==> src/source/obi_pkg.sv <==
// =========================================================================
// OBI bus types and banked SRAM geometry for the on-chip memory subsystem
// =========================================================================
package obi_pkg;

  // bus widths
  localparam int unsigned ADDR_W = 32;
  localparam int unsigned DATA_W = 32;
  localparam int unsigned BE_W = DATA_W / 8;

  // memory geometry, one word-wide bank per select value
  localparam int unsigned NUM_BANKS = 4;
  localparam int unsigned BANK_WORDS = 256;
  localparam int unsigned WORD_IDX_W = 8;
  localparam int unsigned WORD_IDX_LSB = 2;
  localparam int unsigned BANK_SEL_W = 2;
  localparam int unsigned BANK_SEL_LSB = WORD_IDX_LSB + WORD_IDX_W;

  // bank clock cycles from a power-gate request edge to its acknowledge
  localparam int unsigned PWR_ACK_DELAY = 4;

  typedef logic [BANK_SEL_W-1:0] bank_sel_t;

  typedef struct packed {
    logic              req;
    logic              we;
    logic [BE_W-1:0]   be;
    logic [ADDR_W-1:0] addr;
    logic [DATA_W-1:0] wdata;
  } obi_req_t;

  // rdata only carries meaning together with rvalid of a read
  typedef struct packed {
    logic              gnt;
    logic              rvalid;
    logic [DATA_W-1:0] rdata;
  } obi_resp_t;

endpackage
==> src/source/bank_decoder.sv <==
// =========================================================================
// Bank decoder: routes the bus request to one bank by address and steers
// the response back from the bank of the outstanding access
// =========================================================================
`timescale 1ns/1ps

module bank_decoder (
  input  logic                                        clk_cg,
  input  logic                                        rst_ni,
  input  obi_pkg::obi_req_t                           obi_req_i,
  output obi_pkg::obi_resp_t                          obi_resp_o,
  output obi_pkg::obi_req_t [obi_pkg::NUM_BANKS-1:0]  bank_req_o,
  input  obi_pkg::obi_resp_t [obi_pkg::NUM_BANKS-1:0] bank_resp_i
);
  import obi_pkg::*;

  bank_sel_t sel;
  bank_sel_t rsp_sel_q;
  logic      rsp_pend_q;
  logic      accept;

  // bits above the bank select are not decoded, so addresses alias
  assign sel = obi_req_i.addr[BANK_SEL_LSB +: BANK_SEL_W];

  assign accept = obi_req_i.req && bank_resp_i[sel].gnt;

  // payload goes to every bank, only the selected one sees req
  always_comb begin
    for (int i = 0; i < NUM_BANKS; i++) begin
      bank_req_o[i] = obi_req_i;
      bank_req_o[i].req = obi_req_i.req && (sel == bank_sel_t'(i));
    end
  end

  // remembers which bank answers next, so the following request can
  // target another bank in the same cycle the response comes back
  always_ff @(posedge clk_cg) begin
    if (!rst_ni) begin
      rsp_pend_q <= 1'b0;
      rsp_sel_q  <= '0;
    end else begin
      rsp_pend_q <= accept;
      if (accept) begin
        rsp_sel_q <= sel;
      end
    end
  end

  assign obi_resp_o.gnt    = bank_resp_i[sel].gnt;
  assign obi_resp_o.rvalid = rsp_pend_q && bank_resp_i[rsp_sel_q].rvalid;
  assign obi_resp_o.rdata  = bank_resp_i[rsp_sel_q].rdata;

endmodule

==> config.mk <==
export PLATFORM = sky130hd
export DESIGN_NAME = bank_decoder
export DESIGN_NICKNAME = d
export VERILOG_FILES = /design/src/source/obi_pkg.sv /design/src/source/bank_decoder.sv
export SDC_FILE = /design/constraint.sdc
export NUM_CORES = 1
export LEC_CHECK = 0
export ABC_AREA = 1
export BUFFER_PORTS_ARGS = -buffer_cell sky130_fd_sc_hd__buf_2
export CAP_MARGIN = 10
export CORE_AREA = 5 5 201 203
export CTS_BUF_LIST = sky130_fd_sc_hd__clkbuf_16
export DETAILED_ROUTE_END_ITERATION = 16
export DIE_AREA = 0 0 206 208
export HOLD_SLACK_MARGIN = 0.06
export REMOVE_ABC_BUFFERS = 1
export SETUP_SLACK_MARGIN = 0.1
export SYNTH_ARGS = -nofsm -noshare
export SYNTH_HDL_FRONTEND = slang
export SYNTH_SLANG_ARGS = --single-unit
==> constraint.sdc <==
create_clock -name clk_cg -period 1.23 [get_ports clk_cg]
set_input_delay 0 -clock clk_cg [delete_from_list [all_inputs] [get_ports clk_cg]]
set_output_delay 0 -clock clk_cg [all_outputs]
set_load 0.005 [all_outputs]
---- Word-level counts from Yosys, hierarchy flattened ----
Cells that the tools add are included.
storage, ports and cells
  register bits after elaboration ......... 3
  input port bits ......................... 208
  logic and storage cells ................. 18
  output and inout bits ................... 314
operators by class
  mux-type cells .......................... 4
  magnitude comparators ................... 2
  equal/unequal tests ..................... 3
  reductions and logical operators ........ 7
operator list
  cell                  number
  $bmux W34 S2          2
  $mux W34              1
  $mux W33              1
  $logic_and A1 B1 Y1   6
  $lt A2 B3 Y1 const B  2
  $eq A2 B2 Y1 const B  2
  $eq A2 B1 Y1 const B  1
  $logic_not A2 Y1      1

---- Logic depth before layout (Yosys ltp) ----
Gate-level depths: netlist of run 1.
  depth after elaboration ................. 3
  depth in mapped cells ................... 8
  gate-level depth less buffers ........... 8

---- Worst setup path before layout of run 1 ----
No wires, ideal clock.
  kind .................................... register to register
  from .................................... register rsp_sel_q[0] (netlist name)
  to ...................................... register rsp_sel_q[0]
  clock period less this slack ............ 901 ps
  path buffers ............................ 2
  data arrival time ....................... 786 ps
  cell stages (with the launch flop) ...... 5
  path slack .............................. 329 ps
  required time ........................... 1,115 ps
  library setup time ...................... 115 ps
  path through ............................ dfxtp_1 buf_4 buf_4 a21oi_1 nor2_1
RTL lines
  what                  line                text
  end signal, assigned  bank_decoder.sv:44  rsp_sel_q <= sel;
  end, declared         bank_decoder.sv:18  bank_sel_t rsp_sel_q;

==> tab_implementation.tex, run 1 <==
\begin{tabular}{lr}
\hline
Metric & Value \\
\hline
\multicolumn{2}{l}{\textbf{Synthesis}} \\
FFs w/ async S/R, synth & 0\% \\
Complex-gate fraction of the synthesized area & 17.31\% \\
Average instance area after synthesis & 6.411 um\^{}2 \\
Share of cell area taken by muxes after synthesis & 0\% \\
Unique cell type count in the Yosys netlist & 18 \\
Dominant combinational cell family by area after synthesis & buffers and inverters \\
Portion of the post-synthesis area used by sequential elements & 1.896\% \\
Share of synthesized cell area in full adder, half adder and majority cells & 0\% \\
XOR/XNOR Fraction of Synth Area & 0\% \\
Post-Synthesis Cells & 494 \\
EDFF count, synth & 0 \\
Number of synthesized register bits & 3 \\
Primary FF master, synth & sky130\_fd\_sc\_hd\_\_dfxtp\_1 \\
Synthesized-area fraction occupied by and/or/nand/nor cells & 10.75\% \\
Netlist area before placement & 3167 um\^{}2 \\
Number of warnings printed during yosys synthesis & 0 \\
\multicolumn{2}{l}{\textbf{CTS}} \\
Clock Pin Slew Worst Setup and Hold Paths & 0.03 ns \\
Clk sink count & 3 \\
Cell at the root of the clock tree & sky130\_fd\_sc\_hd\_\_clkbuf\_16 \\
Clock network latency to the later pin of the worst-skew pair & 0.22 ns \\
Clock Tree Buf Depth & 2 \\
CTS tree & built \\
Number of buffers created by CTS & 3 \\
H-Tree Level Count & 1 \\
\multicolumn{2}{l}{\textbf{Setup path}} \\
CP Capture Type & output pin \\
Worst EP arrival & 1.34 ns \\
Type of origin of the critical path & flop \\
Largest fanout of any net on the critical path & 11 \\
Worst EP required & 1.23 ns \\
Critical path type & reg -> out \\
\multicolumn{2}{l}{\textbf{STA}} \\
Post-Route Skew & 0 ns \\
Least setup slack across all paths after layout & -0.1109 ns \\
Post-layout min period & 1.341 ns \\
Final critical-path share of the clock period & 109.0\% \\
Setup-failing EPs final & 33 \\
Relative max-transition margin & 33.25\% \\
Number of max-slew violations in the final report & 0 \\
Slew @ Worst Pin & 1.006 ns \\
Peak clock frequency supported by timing & 745.8 MHz \\
RSZ-0062 raised after global routing & yes \\
Sum Neg Setup Slack & -1.967 ns \\
Count of endpoints failing hold in the final timing report & 0 \\
\multicolumn{2}{l}{\textbf{Die}} \\
Die Span Y & 208 um \\
Width of the chip & 206 um \\
Total Die Area & 42850 um\^{}2 \\
Row count & 72 \\
Standard cell core area & 38290 um\^{}2 \\
Starting density of the core & 8.271\% \\
Number of primary I/O pins & 522 \\
\multicolumn{2}{l}{\textbf{Power}} \\
Sw frac & 54.14\% \\
Maximum resistive drop on vdd & 0.4713 mV \\
Internal & 0.001300 W \\
Net Sw Power & 0.001534 W \\
Power Dens Cells & 724.1 nW/um\^{}2 \\
Overall power consumption & 0.002834 W \\
Portion of total power attributed to the clock network & 17.9\% \\
Sequential Power Share & 4.4\% \\
Static leakage power & 1.697 nW \\
Comb pwr share & 77.7\% \\
\multicolumn{2}{l}{\textbf{Hold path}} \\
Hold Path Class & in -> reg \\
\multicolumn{2}{l}{\textbf{Route}} \\
Aggregate routed wire length & 42.36 mm \\
Via count & 3538 \\
DRC violation count after routing & 0 \\
Number of antenna-violating nets in the routed design & 0 \\
Vias per inst & 3.500 \\
Routed length per instance & 41.90 um \\
DRT Pass-1 Iters & 4 \\
Count of routing violations after the opening detailed-route iteration & 224 \\
\multicolumn{2}{l}{\textbf{Run}} \\
Number of max-cap violations & 0 \\
\multicolumn{2}{l}{\textbf{Cells and area}} \\
Area added between synthesis and finish & 23.59\% \\
Final core occ & 10.22\% \\
Net count of the finished layout & 685 \\
Final-layout fill cell count & 4490 \\
Post-route design area & 3914 um\^{}2 \\
Share of final-layout standard cells stronger than drive strength 1 & 51.89\% \\
\multicolumn{2}{l}{\textbf{Placed design}} \\
Quantity of I/O buffers inserted on ports & 186 \\
Half-perimeter wire length after placement & 36.51 mm \\
Total placed instance area & 2646 um\^{}2 \\
Worst slack at placement & -0.1497 ns \\
RePlAce Congestion & 0.8470 \\
\multicolumn{2}{l}{\textbf{GRT}} \\
Initial antenna violation count & 34 \\
Largest net degree at the start of global routing & 24 \\
GR Util All Layers & 18.35\% \\
Global-route wire length before repair & 49.47 mm \\
Number of global-route vias before repair & 3471 \\
Overflow left after global routing & 0 \\
\multicolumn{2}{l}{\textbf{Outcome}} \\
Failing checks & negative setup slack \\
Run status & finished with violations \\
\hline
\end{tabular}
cell usage after synthesis, types with 3 or more instances:
library cell              instances  area share, %
sky130_fd_sc_hd__buf_2            7            1.1
sky130_fd_sc_hd__buf_4          284             67
sky130_fd_sc_hd__dfxtp_1          3            1.9
sky130_fd_sc_hd__inv_1            3           0.36
sky130_fd_sc_hd__inv_2            3           0.36
sky130_fd_sc_hd__nand2_1         11            1.3
sky130_fd_sc_hd__nor2_1          70            8.3
sky130_fd_sc_hd__nor3_1           4           0.63
sky130_fd_sc_hd__o21ai_0         56            8.9
sky130_fd_sc_hd__o21ai_1         10            1.6
sky130_fd_sc_hd__o22ai_1         32            6.3
final timing paths:
path / start / endpoint / slack [ns] / cells after the start
min: obi_req_i[69] / rsp_pend_q / 0.07 / 3
max: rsp_sel_q[0] / obi_resp_o[29] / -0.11 / 5
max reg2reg: rsp_sel_q[0] / rsp_sel_q[0] / 0.24 / 3
min reg2reg: rsp_sel_q[1] / rsp_sel_q[1] / 0.75 / 3
state kept, by name, summed over array words and instances (netlist names):
name / count
rsp_sel_q: 2
rsp_pend_q: 1
per-stage QoR:
step,std cells,hold slack [ns]
floorplan,198,0
global placement,913,0.0004014
detailed placement,913,0.0004014
CTS,992,0.07069
global route,1003,0.1004
finish,1011,0.07201
metal layers:
layer	global-route usage [%]	up-vias	part of all wire [%]
li1	-	1311	-
met1	20.19	1667	36
met5	0.8065	-	0.047
met3	11.52	84	15
met4	5.048	4	4.5
met2	29.41	472	44
cells by family after synthesis:
group,count (synthesis)
and+or+nand+nor,88
buffers and inverters,302
AOI/OAI and AO/OA,101
DFF,3
critical path, cell delays in order, from the launching register on:
cell and delay, ns:
sky130_fd_sc_hd__dfxtp_4 0.44, sky130_fd_sc_hd__buf_12 0.15, sky130_fd_sc_hd__clkbuf_16 0.16, sky130_fd_sc_hd__nor2_1 0.05, sky130_fd_sc_hd__o22ai_1 0.14, sky130_fd_sc_hd__buf_4 0.17
placed cells by master (no fill, tap or decap), drive strengths merged:
cell          instances
nand2                12
diode                17
clkbuf                5
o22ai                32
buf                 204
inv                   7
a21oi                 2
dfxtp                 3
nand3                 2
dlymetal6s4s          5
dlygate4sd3          63
nor2                 70
a21boi                1
nor3                  4
o21ai                66
area by class of cell:
type                       instances  area, um^2  share of cell area [%]
multi-input combinational        189        1028                   26.28
clock inverter                     1       3.754                 0.09591
antenna                           17       42.54                   1.087
sequential                         3       67.56                   1.726
timing repair buffer             274        2016                   51.50
tap                              518       648.1                   16.56
inverter                           6       32.53                  0.8312
clock buffer                       3       75.07                   1.918
power by group through the flow:
stage	combinational (W)	clock [W]	sequential (W)
after global placement	0.00107	0	0.000118
after floorplan	0.000318	0	0.000145
after global routing	0.00226	0.000525	0.000127
final	0.00220	0.000507	0.000125
after CTS	0.00202	0.000514	0.000125
after detailed placement	0.00107	0	0.000118
what timing repair did:
action,in CTS,in global routing
gates cloned,4,2
buffers inserted,3,0
resized for setup,66,50
setup endpoints to repair,33,50
pin swaps,6,20
hold buffers,68,0
endpoints found under the hold margin,271,0
Power figures use the tool's default switching activity.
==> run 2, diff against run 1 <==
clock period = 1.3 ns   (was 1.23 ns; I/O delays follow)
==> tab_implementation.tex, run 2 (synthesized netlist as in run 1, its figures left out) <==
\begin{tabular}{lr}
\hline
Metric & Value \\
\hline
\multicolumn{2}{l}{\textbf{Cells and area}} \\
Post-Layout Cell Count & 1010 \\
Regs by FF count & rsp\_sel\_q: 2 flops, rsp\_pend\_q: 1 flops \\
Top register by number of flip-flops & rsp\_sel\_q \\
Commonest cells after routing, fill and taps aside & 181 x sky130\_fd\_sc\_hd\_\_buf\_2, 67 x sky130\_fd\_sc\_hd\_\_dlygate4sd3\_1, 62 x sky130\_fd\_sc\_hd\_\_nor2\_1, 36 x sky130\_fd\_sc\_hd\_\_o21ai\_1, 26 x sky130\_fd\_sc\_hd\_\_o22ai\_1 \\
Net count of the finished layout & 686 \\
Flip-flop count of the largest register after layout & 2 \\
Most common cell after layout, fill and taps aside & sky130\_fd\_sc\_hd\_\_buf\_2 \\
Final-layout fill cell count & 4475 \\
Share of final-layout standard cells stronger than drive strength 1 & 50.31\% \\
Area added between synthesis and finish & 21.93\% \\
\multicolumn{2}{l}{\textbf{Route}} \\
Vias per inst & 3.489 \\
Aggregate routed wire length & 42.19 mm \\
Via count & 3524 \\
Routed length per instance & 41.77 um \\
DRC violation count after routing & 0 \\
Number of antenna-violating nets in the routed design & 0 \\
Count of routing violations after the opening detailed-route iteration & 217 \\
DRT Pass-1 Iters & 4 \\
\multicolumn{2}{l}{\textbf{CTS}} \\
Clock Tree Buf Depth & 2 \\
Clock network latency to the later pin of the worst-skew pair & 0.23 ns \\
H-Tree Level Count & 1 \\
Cell at the root of the clock tree & sky130\_fd\_sc\_hd\_\_clkbuf\_16 \\
Number of buffers created by CTS & 3 \\
CTS tree & built \\
Clock Pin Slew Worst Setup and Hold Paths & 0.03 ns \\
Clk sink count & 3 \\
\multicolumn{2}{l}{\textbf{Setup path}} \\
Worst reg2reg path depth & 3 \\
Worst EP required & 1.30 ns \\
Worst EP arrival & 1.39 ns \\
Buffering stage count on the worst path with inverters included & 3 \\
Series of cell instances along the critical path & inv\_8, buf\_6, o21ai\_0, o22ai\_1, buf\_4 \\
Delay of the slowest cell on the worst path & 0.46 ns \\
CP Capture Type & output pin \\
Cell depth of the worst setup path & 5 \\
Top cell family by delay on the critical path & flip-flops \\
Largest fanout of any net on the critical path & 13 \\
Crit-path slowest cell & sky130\_fd\_sc\_hd\_\_dfxtp\_4 \\
Critical path type & reg -> out \\
Type of origin of the critical path & flop \\
\multicolumn{2}{l}{\textbf{STA}} \\
RSZ-0062 raised after global routing & yes \\
Relative max-transition margin & 28.80\% \\
Count of endpoints failing hold in the final timing report & 0 \\
Peak clock frequency supported by timing & 720.7 MHz \\
Sum Neg Setup Slack & -1.409 ns \\
Slew @ Worst Pin & 1.065 ns \\
Post-Route Skew & 0 ns \\
Worst hold slack & 0.06824 ns \\
Final critical-path share of the clock period & 106.7\% \\
Number of max-slew violations in the final report & 0 \\
Least setup slack across all paths after layout & -0.08760 ns \\
Setup-failing EPs final & 26 \\
Post-layout min period & 1.388 ns \\
\multicolumn{2}{l}{\textbf{Power}} \\
Power Dens Cells & 694.7 nW/um\^{}2 \\
Comb pwr share & 77.2\% \\
Sequential Power Share & 4.4\% \\
Maximum resistive drop on vdd & 0.3201 mV \\
Portion of total power attributed to the clock network & 18.4\% \\
Net Sw Power & 0.001460 W \\
Static leakage power & 1.653 nW \\
Overall power consumption & 0.002682 W \\
Sw frac & 54.43\% \\
Internal & 0.001222 W \\
\multicolumn{2}{l}{\textbf{GRT}} \\
Overflow left after global routing & 0 \\
Number of global-route vias before repair & 3473 \\
GR Util All Layers & 18.33\% \\
Global-route wire length before repair & 49.63 mm \\
Largest net degree at the start of global routing & 24 \\
Initial antenna violation count & 38 \\
\multicolumn{2}{l}{\textbf{Placed design}} \\
Quantity of I/O buffers inserted on ports & 186 \\
Half-perimeter wire length after placement & 35.94 mm \\
RePlAce Congestion & 0.8392 \\
Number of instances in the placed design & 911 \\
\multicolumn{2}{l}{\textbf{Die}} \\
Total Die Area & 42850 um\^{}2 \\
Standard cell core area & 38290 um\^{}2 \\
Number of primary I/O pins & 522 \\
Row count & 72 \\
Width of the chip & 206 um \\
Starting density of the core & 8.271\% \\
Die Span Y & 208 um \\
\multicolumn{2}{l}{\textbf{Run}} \\
Number of max-cap violations & 0 \\
\multicolumn{2}{l}{\textbf{Outcome}} \\
Run status & finished with violations \\
Failing checks & negative setup slack \\
\multicolumn{2}{l}{\textbf{Hold path}} \\
Hold Path Class & in -> reg \\
Worst hold path cell count & 3 \\
\hline
\end{tabular}
## run 2: changes by cell type in the layout (fill, tap and decap cells not counted), moves of 3 or more
cell                             delta
sky130_fd_sc_hd__buf_12             -3
sky130_fd_sc_hd__dlygate4sd3_1      +4
sky130_fd_sc_hd__dlymetal6s4s_1     -4
sky130_fd_sc_hd__o21ai_0            +5
sky130_fd_sc_hd__o21ai_2            -5
## run 2: worst reg2reg max path, delay by kind of cell (launching register included)
kind            cells  cell delay (ns)
buf+inv             1             0.21
simple gates        1             0.17
flops               1             0.46
compound gates      1             0.06
## run 2: area by class of cell
type	instances	area, um^2	share of cell area [%]
repair buffers	275	2006	51.94
multi-input cells	189	996.0	25.79
well taps	518	648.1	16.79
clock buffers	3	75.07	1.944
flip-flops and latches	3	65.06	1.685
diodes	15	37.54	0.9721
inverters	6	30.03	0.7777
clock inverters	1	3.754	0.09721
## run 2: power groups by stage
stage,combinational [W],sequential (W),clock [W]
after floorplan,0.000301,0.000138,0
after global placement,0.00101,0.000109,0
after detailed placement,0.00101,0.000109,0
after CTS,0.00194,0.000119,0.000503
after global routing,0.00213,0.000120,0.000521
final,0.00207,0.000118,0.000493
## run 2: per-layer routing
layer  wire length (um)  global-route usage [%]  up-vias
met4               1815                   5.071        4
met1              15930                   20.94     1646
met3               6005                   10.74       90
met5                 26                  0.4608        -
li1                   -                       -     1313
met2              18410                   29.04      471
## run 2: path summary, 6_finish.rpt
kind                               startpoint              to  slack (ns)
worst max-delay path             rsp_sel_q[0]  obi_resp_o[13]       -0.09
worst max register to register   rsp_sel_q[0]    rsp_sel_q[0]        0.31
worst min register to register   rsp_sel_q[1]    rsp_sel_q[1]        0.79
worst min-delay path            obi_req_i[69]      rsp_pend_q        0.07
## run 2: timing repair
item                       in CTS  in global routing
gates cloned                    7                  1
buffers inserted                4                  0
gates resized for setup        79                 16
hold buffers                   68                  0
setup endpoints to repair      33                 37
hold endpoints to repair      270                  0
pin swaps                       5                  8
## run 2: stage by stage
stage               instance area (um^2)  utilization, %  worst slack [ns]
global route                        3844           10.04           -0.1783
global placement                    2631           6.873          -0.06406
floorplan                          970.9               -           -0.9711
finish                              3861           10.08          -0.08760
CTS                                 3746           9.784          -0.08492
detailed placement                  2631           6.873          -0.07724
==> run 3, diff against run 2 <==
BUFFER_PORTS_ARGS = unset   (was -buffer_cell sky130_fd_sc_hd__buf_2)
CORE_AREA = 5 5 200 202   (was 5 5 201 203)
DIE_AREA = 0 0 205 207   (was 0 0 206 208)
DONT_BUFFER_PORTS = 1   (was unset)
==> tab_implementation.tex, run 3 (synthesized netlist as in run 1, its figures left out) <==
\begin{tabular}{lr}
\hline
Metric & Value \\
\hline
\multicolumn{2}{l}{\textbf{CTS}} \\
Clock Pin Slew Worst Setup and Hold Paths & 0.03 ns \\
CTS tree & built \\
H-Tree Level Count & 1 \\
Clock Tree Buf Depth & 2 \\
Cell at the root of the clock tree & sky130\_fd\_sc\_hd\_\_clkbuf\_16 \\
Number of buffers created by CTS & 3 \\
Clock network latency to the later pin of the worst-skew pair & 0.22 ns \\
Clk sink count & 3 \\
\multicolumn{2}{l}{\textbf{Outcome}} \\
Run status & finished with violations \\
Failing checks & negative setup slack \\
\multicolumn{2}{l}{\textbf{Cells and area}} \\
Share of final-layout standard cells stronger than drive strength 1 & 37.19\% \\
Regs by FF count & rsp\_sel\_q: 2 flops, rsp\_pend\_q: 1 flops \\
Final-layout fill cell count & 4394 \\
Most common cell after layout, fill and taps aside & sky130\_fd\_sc\_hd\_\_dlygate4sd3\_1 \\
Net count of the finished layout & 529 \\
Flip-flop count of the largest register after layout & 2 \\
Area added between synthesis and finish & 9.285\% \\
Commonest cells after routing, fill and taps aside & 71 x sky130\_fd\_sc\_hd\_\_dlygate4sd3\_1, 56 x sky130\_fd\_sc\_hd\_\_nor2\_1, 28 x sky130\_fd\_sc\_hd\_\_o21ai\_1, 21 x sky130\_fd\_sc\_hd\_\_buf\_4, 20 x sky130\_fd\_sc\_hd\_\_o22ai\_2 \\
Top register by number of flip-flops & rsp\_sel\_q \\
\multicolumn{2}{l}{\textbf{Power}} \\
Maximum resistive drop on vdd & 0.3571 mV \\
Static leakage power & 1.121 nW \\
Internal & 0.001152 W \\
Power Dens Cells & 748.5 nW/um\^{}2 \\
Comb pwr share & 77.6\% \\
Net Sw Power & 0.001438 W \\
Sw frac & 55.51\% \\
Sequential Power Share & 4.2\% \\
Portion of total power attributed to the clock network & 18.2\% \\
\multicolumn{2}{l}{\textbf{Hold path}} \\
Worst hold path cell count & 4 \\
Hold Path Class & in -> reg \\
\multicolumn{2}{l}{\textbf{STA}} \\
Final critical-path share of the clock period & 110.2\% \\
Least setup slack across all paths after layout & -0.1321 ns \\
Sum Neg Setup Slack & -0.7064 ns \\
Post-layout min period & 1.432 ns \\
RSZ-0062 raised after global routing & yes \\
Count of endpoints failing hold in the final timing report & 0 \\
Worst hold slack & 0.1021 ns \\
Slew @ Worst Pin & 0.9839 ns \\
Number of max-slew violations in the final report & 0 \\
Relative max-transition margin & 34.19\% \\
Peak clock frequency supported by timing & 698.3 MHz \\
Setup-failing EPs final & 15 \\
Post-Route Skew & 0 ns \\
\multicolumn{2}{l}{\textbf{Setup path}} \\
CP Capture Type & output pin \\
Type of origin of the critical path & flop \\
Worst EP required & 1.30 ns \\
Critical path type & reg -> out \\
Worst reg2reg path depth & 5 \\
Largest fanout of any net on the critical path & 7 \\
Worst EP arrival & 1.43 ns \\
Setup slack of the most critical reg-to-reg path & 0.21 ns \\
\multicolumn{2}{l}{\textbf{Route}} \\
Aggregate routed wire length & 39.48 mm \\
Count of routing violations after the opening detailed-route iteration & 226 \\
DRC violation count after routing & 0 \\
DRT Pass-1 Iters & 4 \\
Routed length per instance & 46.34 um \\
Vias per inst & 3.511 \\
Via count & 2991 \\
Number of antenna-violating nets in the routed design & 0 \\
\multicolumn{2}{l}{\textbf{Die}} \\
Width of the chip & 205 um \\
Die Span Y & 207 um \\
Number of primary I/O pins & 522 \\
Standard cell core area & 38110 um\^{}2 \\
Row count & 72 \\
Starting density of the core & 8.310\% \\
Total Die Area & 42440 um\^{}2 \\
\multicolumn{2}{l}{\textbf{GRT}} \\
Largest net degree at the start of global routing & 27 \\
Number of global-route vias before repair & 2923 \\
Global-route wire length before repair & 44.73 mm \\
Overflow left after global routing & 0 \\
Initial antenna violation count & 24 \\
GR Util All Layers & 16.77\% \\
\multicolumn{2}{l}{\textbf{Placed design}} \\
Quantity of I/O buffers inserted on ports & 0 \\
RePlAce Congestion & 0.7259 \\
Half-perimeter wire length after placement & 32.50 mm \\
Worst slack at placement & -0.4686 ns \\
\multicolumn{2}{l}{\textbf{Run}} \\
Number of max-cap violations & 0 \\
\hline
\end{tabular}
run 3: cell types whose count changed in the layout (fill, tap and decap cells not counted), moves of 8 or more:
| cell | delta |
|---|---|
| sky130_fd_sc_hd__o21ai_2 | +8 |
| sky130_fd_sc_hd__o22ai_2 | +15 |
| sky130_fd_sc_hd__buf_2 | -181 |
| sky130_fd_sc_hd__o22ai_1 | -18 |
| sky130_fd_sc_hd__o21ai_1 | -8 |
| sky130_fd_sc_hd__buf_4 | +14 |
run 3: final timing paths:
check / start / end
max reg2reg: rsp_sel_q[0] / rsp_sel_q[0]
max: rsp_sel_q[0] / obi_resp_o[13]
min reg2reg: rsp_sel_q[1] / rsp_sel_q[1]
min: obi_req_i[42] / rsp_sel_q[0]
run 3: metal layers:
metal / up-vias / part of all wire [%] / GRT usage, %
li1: 1003 / - / -
met3: 86 / 15 / 11.12
met2: 447 / 44 / 26.98
met5: - / 0.36 / 1.843
met1: 1447 / 36 / 17.78
met4: 8 / 4.7 / 4.990
run 3: cell type report:
class                   count  area (um^2)  share of cell area (%)
repair buffers            118         1328                   38.36
multi-input cells         189         1279                   36.95
well taps                 518        648.1                   18.73
clock buffers               3        75.07                   2.169
flip-flops and latches      3        67.56                   1.952
diodes                     14        35.03                   1.012
inverters                   6        25.02                  0.7231
clock inverters             1        3.754                  0.1085
run 3: through the flow:
step / total power [W] / util (%) / cell area, um^2 / cells
floorplan: 0.0004383 / - / 970.9 / 198
finish: 0.002590 / 9.082 / 3461 / 852
global placement: 0.0009191 / 5.125 / 1953 / 752
detailed placement: 0.0009206 / 5.125 / 1953 / 752
CTS: 0.002292 / 7.788 / 2968 / 830
global route: 0.002667 / 9.029 / 3441 / 844
run 3: power groups by stage:
| stage | logic (W) | registers, W | clock network, W |
|---|---|---|---|
| after floorplan | 0.000301 | 0.000138 | 0 |
| after global placement | 0.000809 | 0.000110 | 0 |
| after detailed placement | 0.000810 | 0.000110 | 0 |
| after CTS | 0.00170 | 0.000109 | 0.000480 |
| after global routing | 0.00206 | 0.000110 | 0.000492 |
| final | 0.00201 | 0.000109 | 0.000471 |
run 3: repair_timing:
| action | in CTS | in global routing |
|---|---|---|
| endpoints found under the hold margin | 282 | 1 |
| hold buffers | 71 | 1 |
| gates cloned | 2 | 3 |
| pin swaps | 3 | 43 |
| resized for setup | 46 | 108 |
| setup endpoints to repair | 34 | 37 |
| buffers inserted | 1 | 6 |
run 3: worst max-delay path, stage by stage, from the launching register on:
cell and delay (ns):
sky130_fd_sc_hd__dfxtp_4 0.38, sky130_fd_sc_hd__buf_12 0.14, sky130_fd_sc_hd__buf_6 0.11, sky130_fd_sc_hd__o21ai_0 0.09, sky130_fd_sc_hd__o22ai_1 0.27, sky130_fd_sc_hd__buf_4 0.21
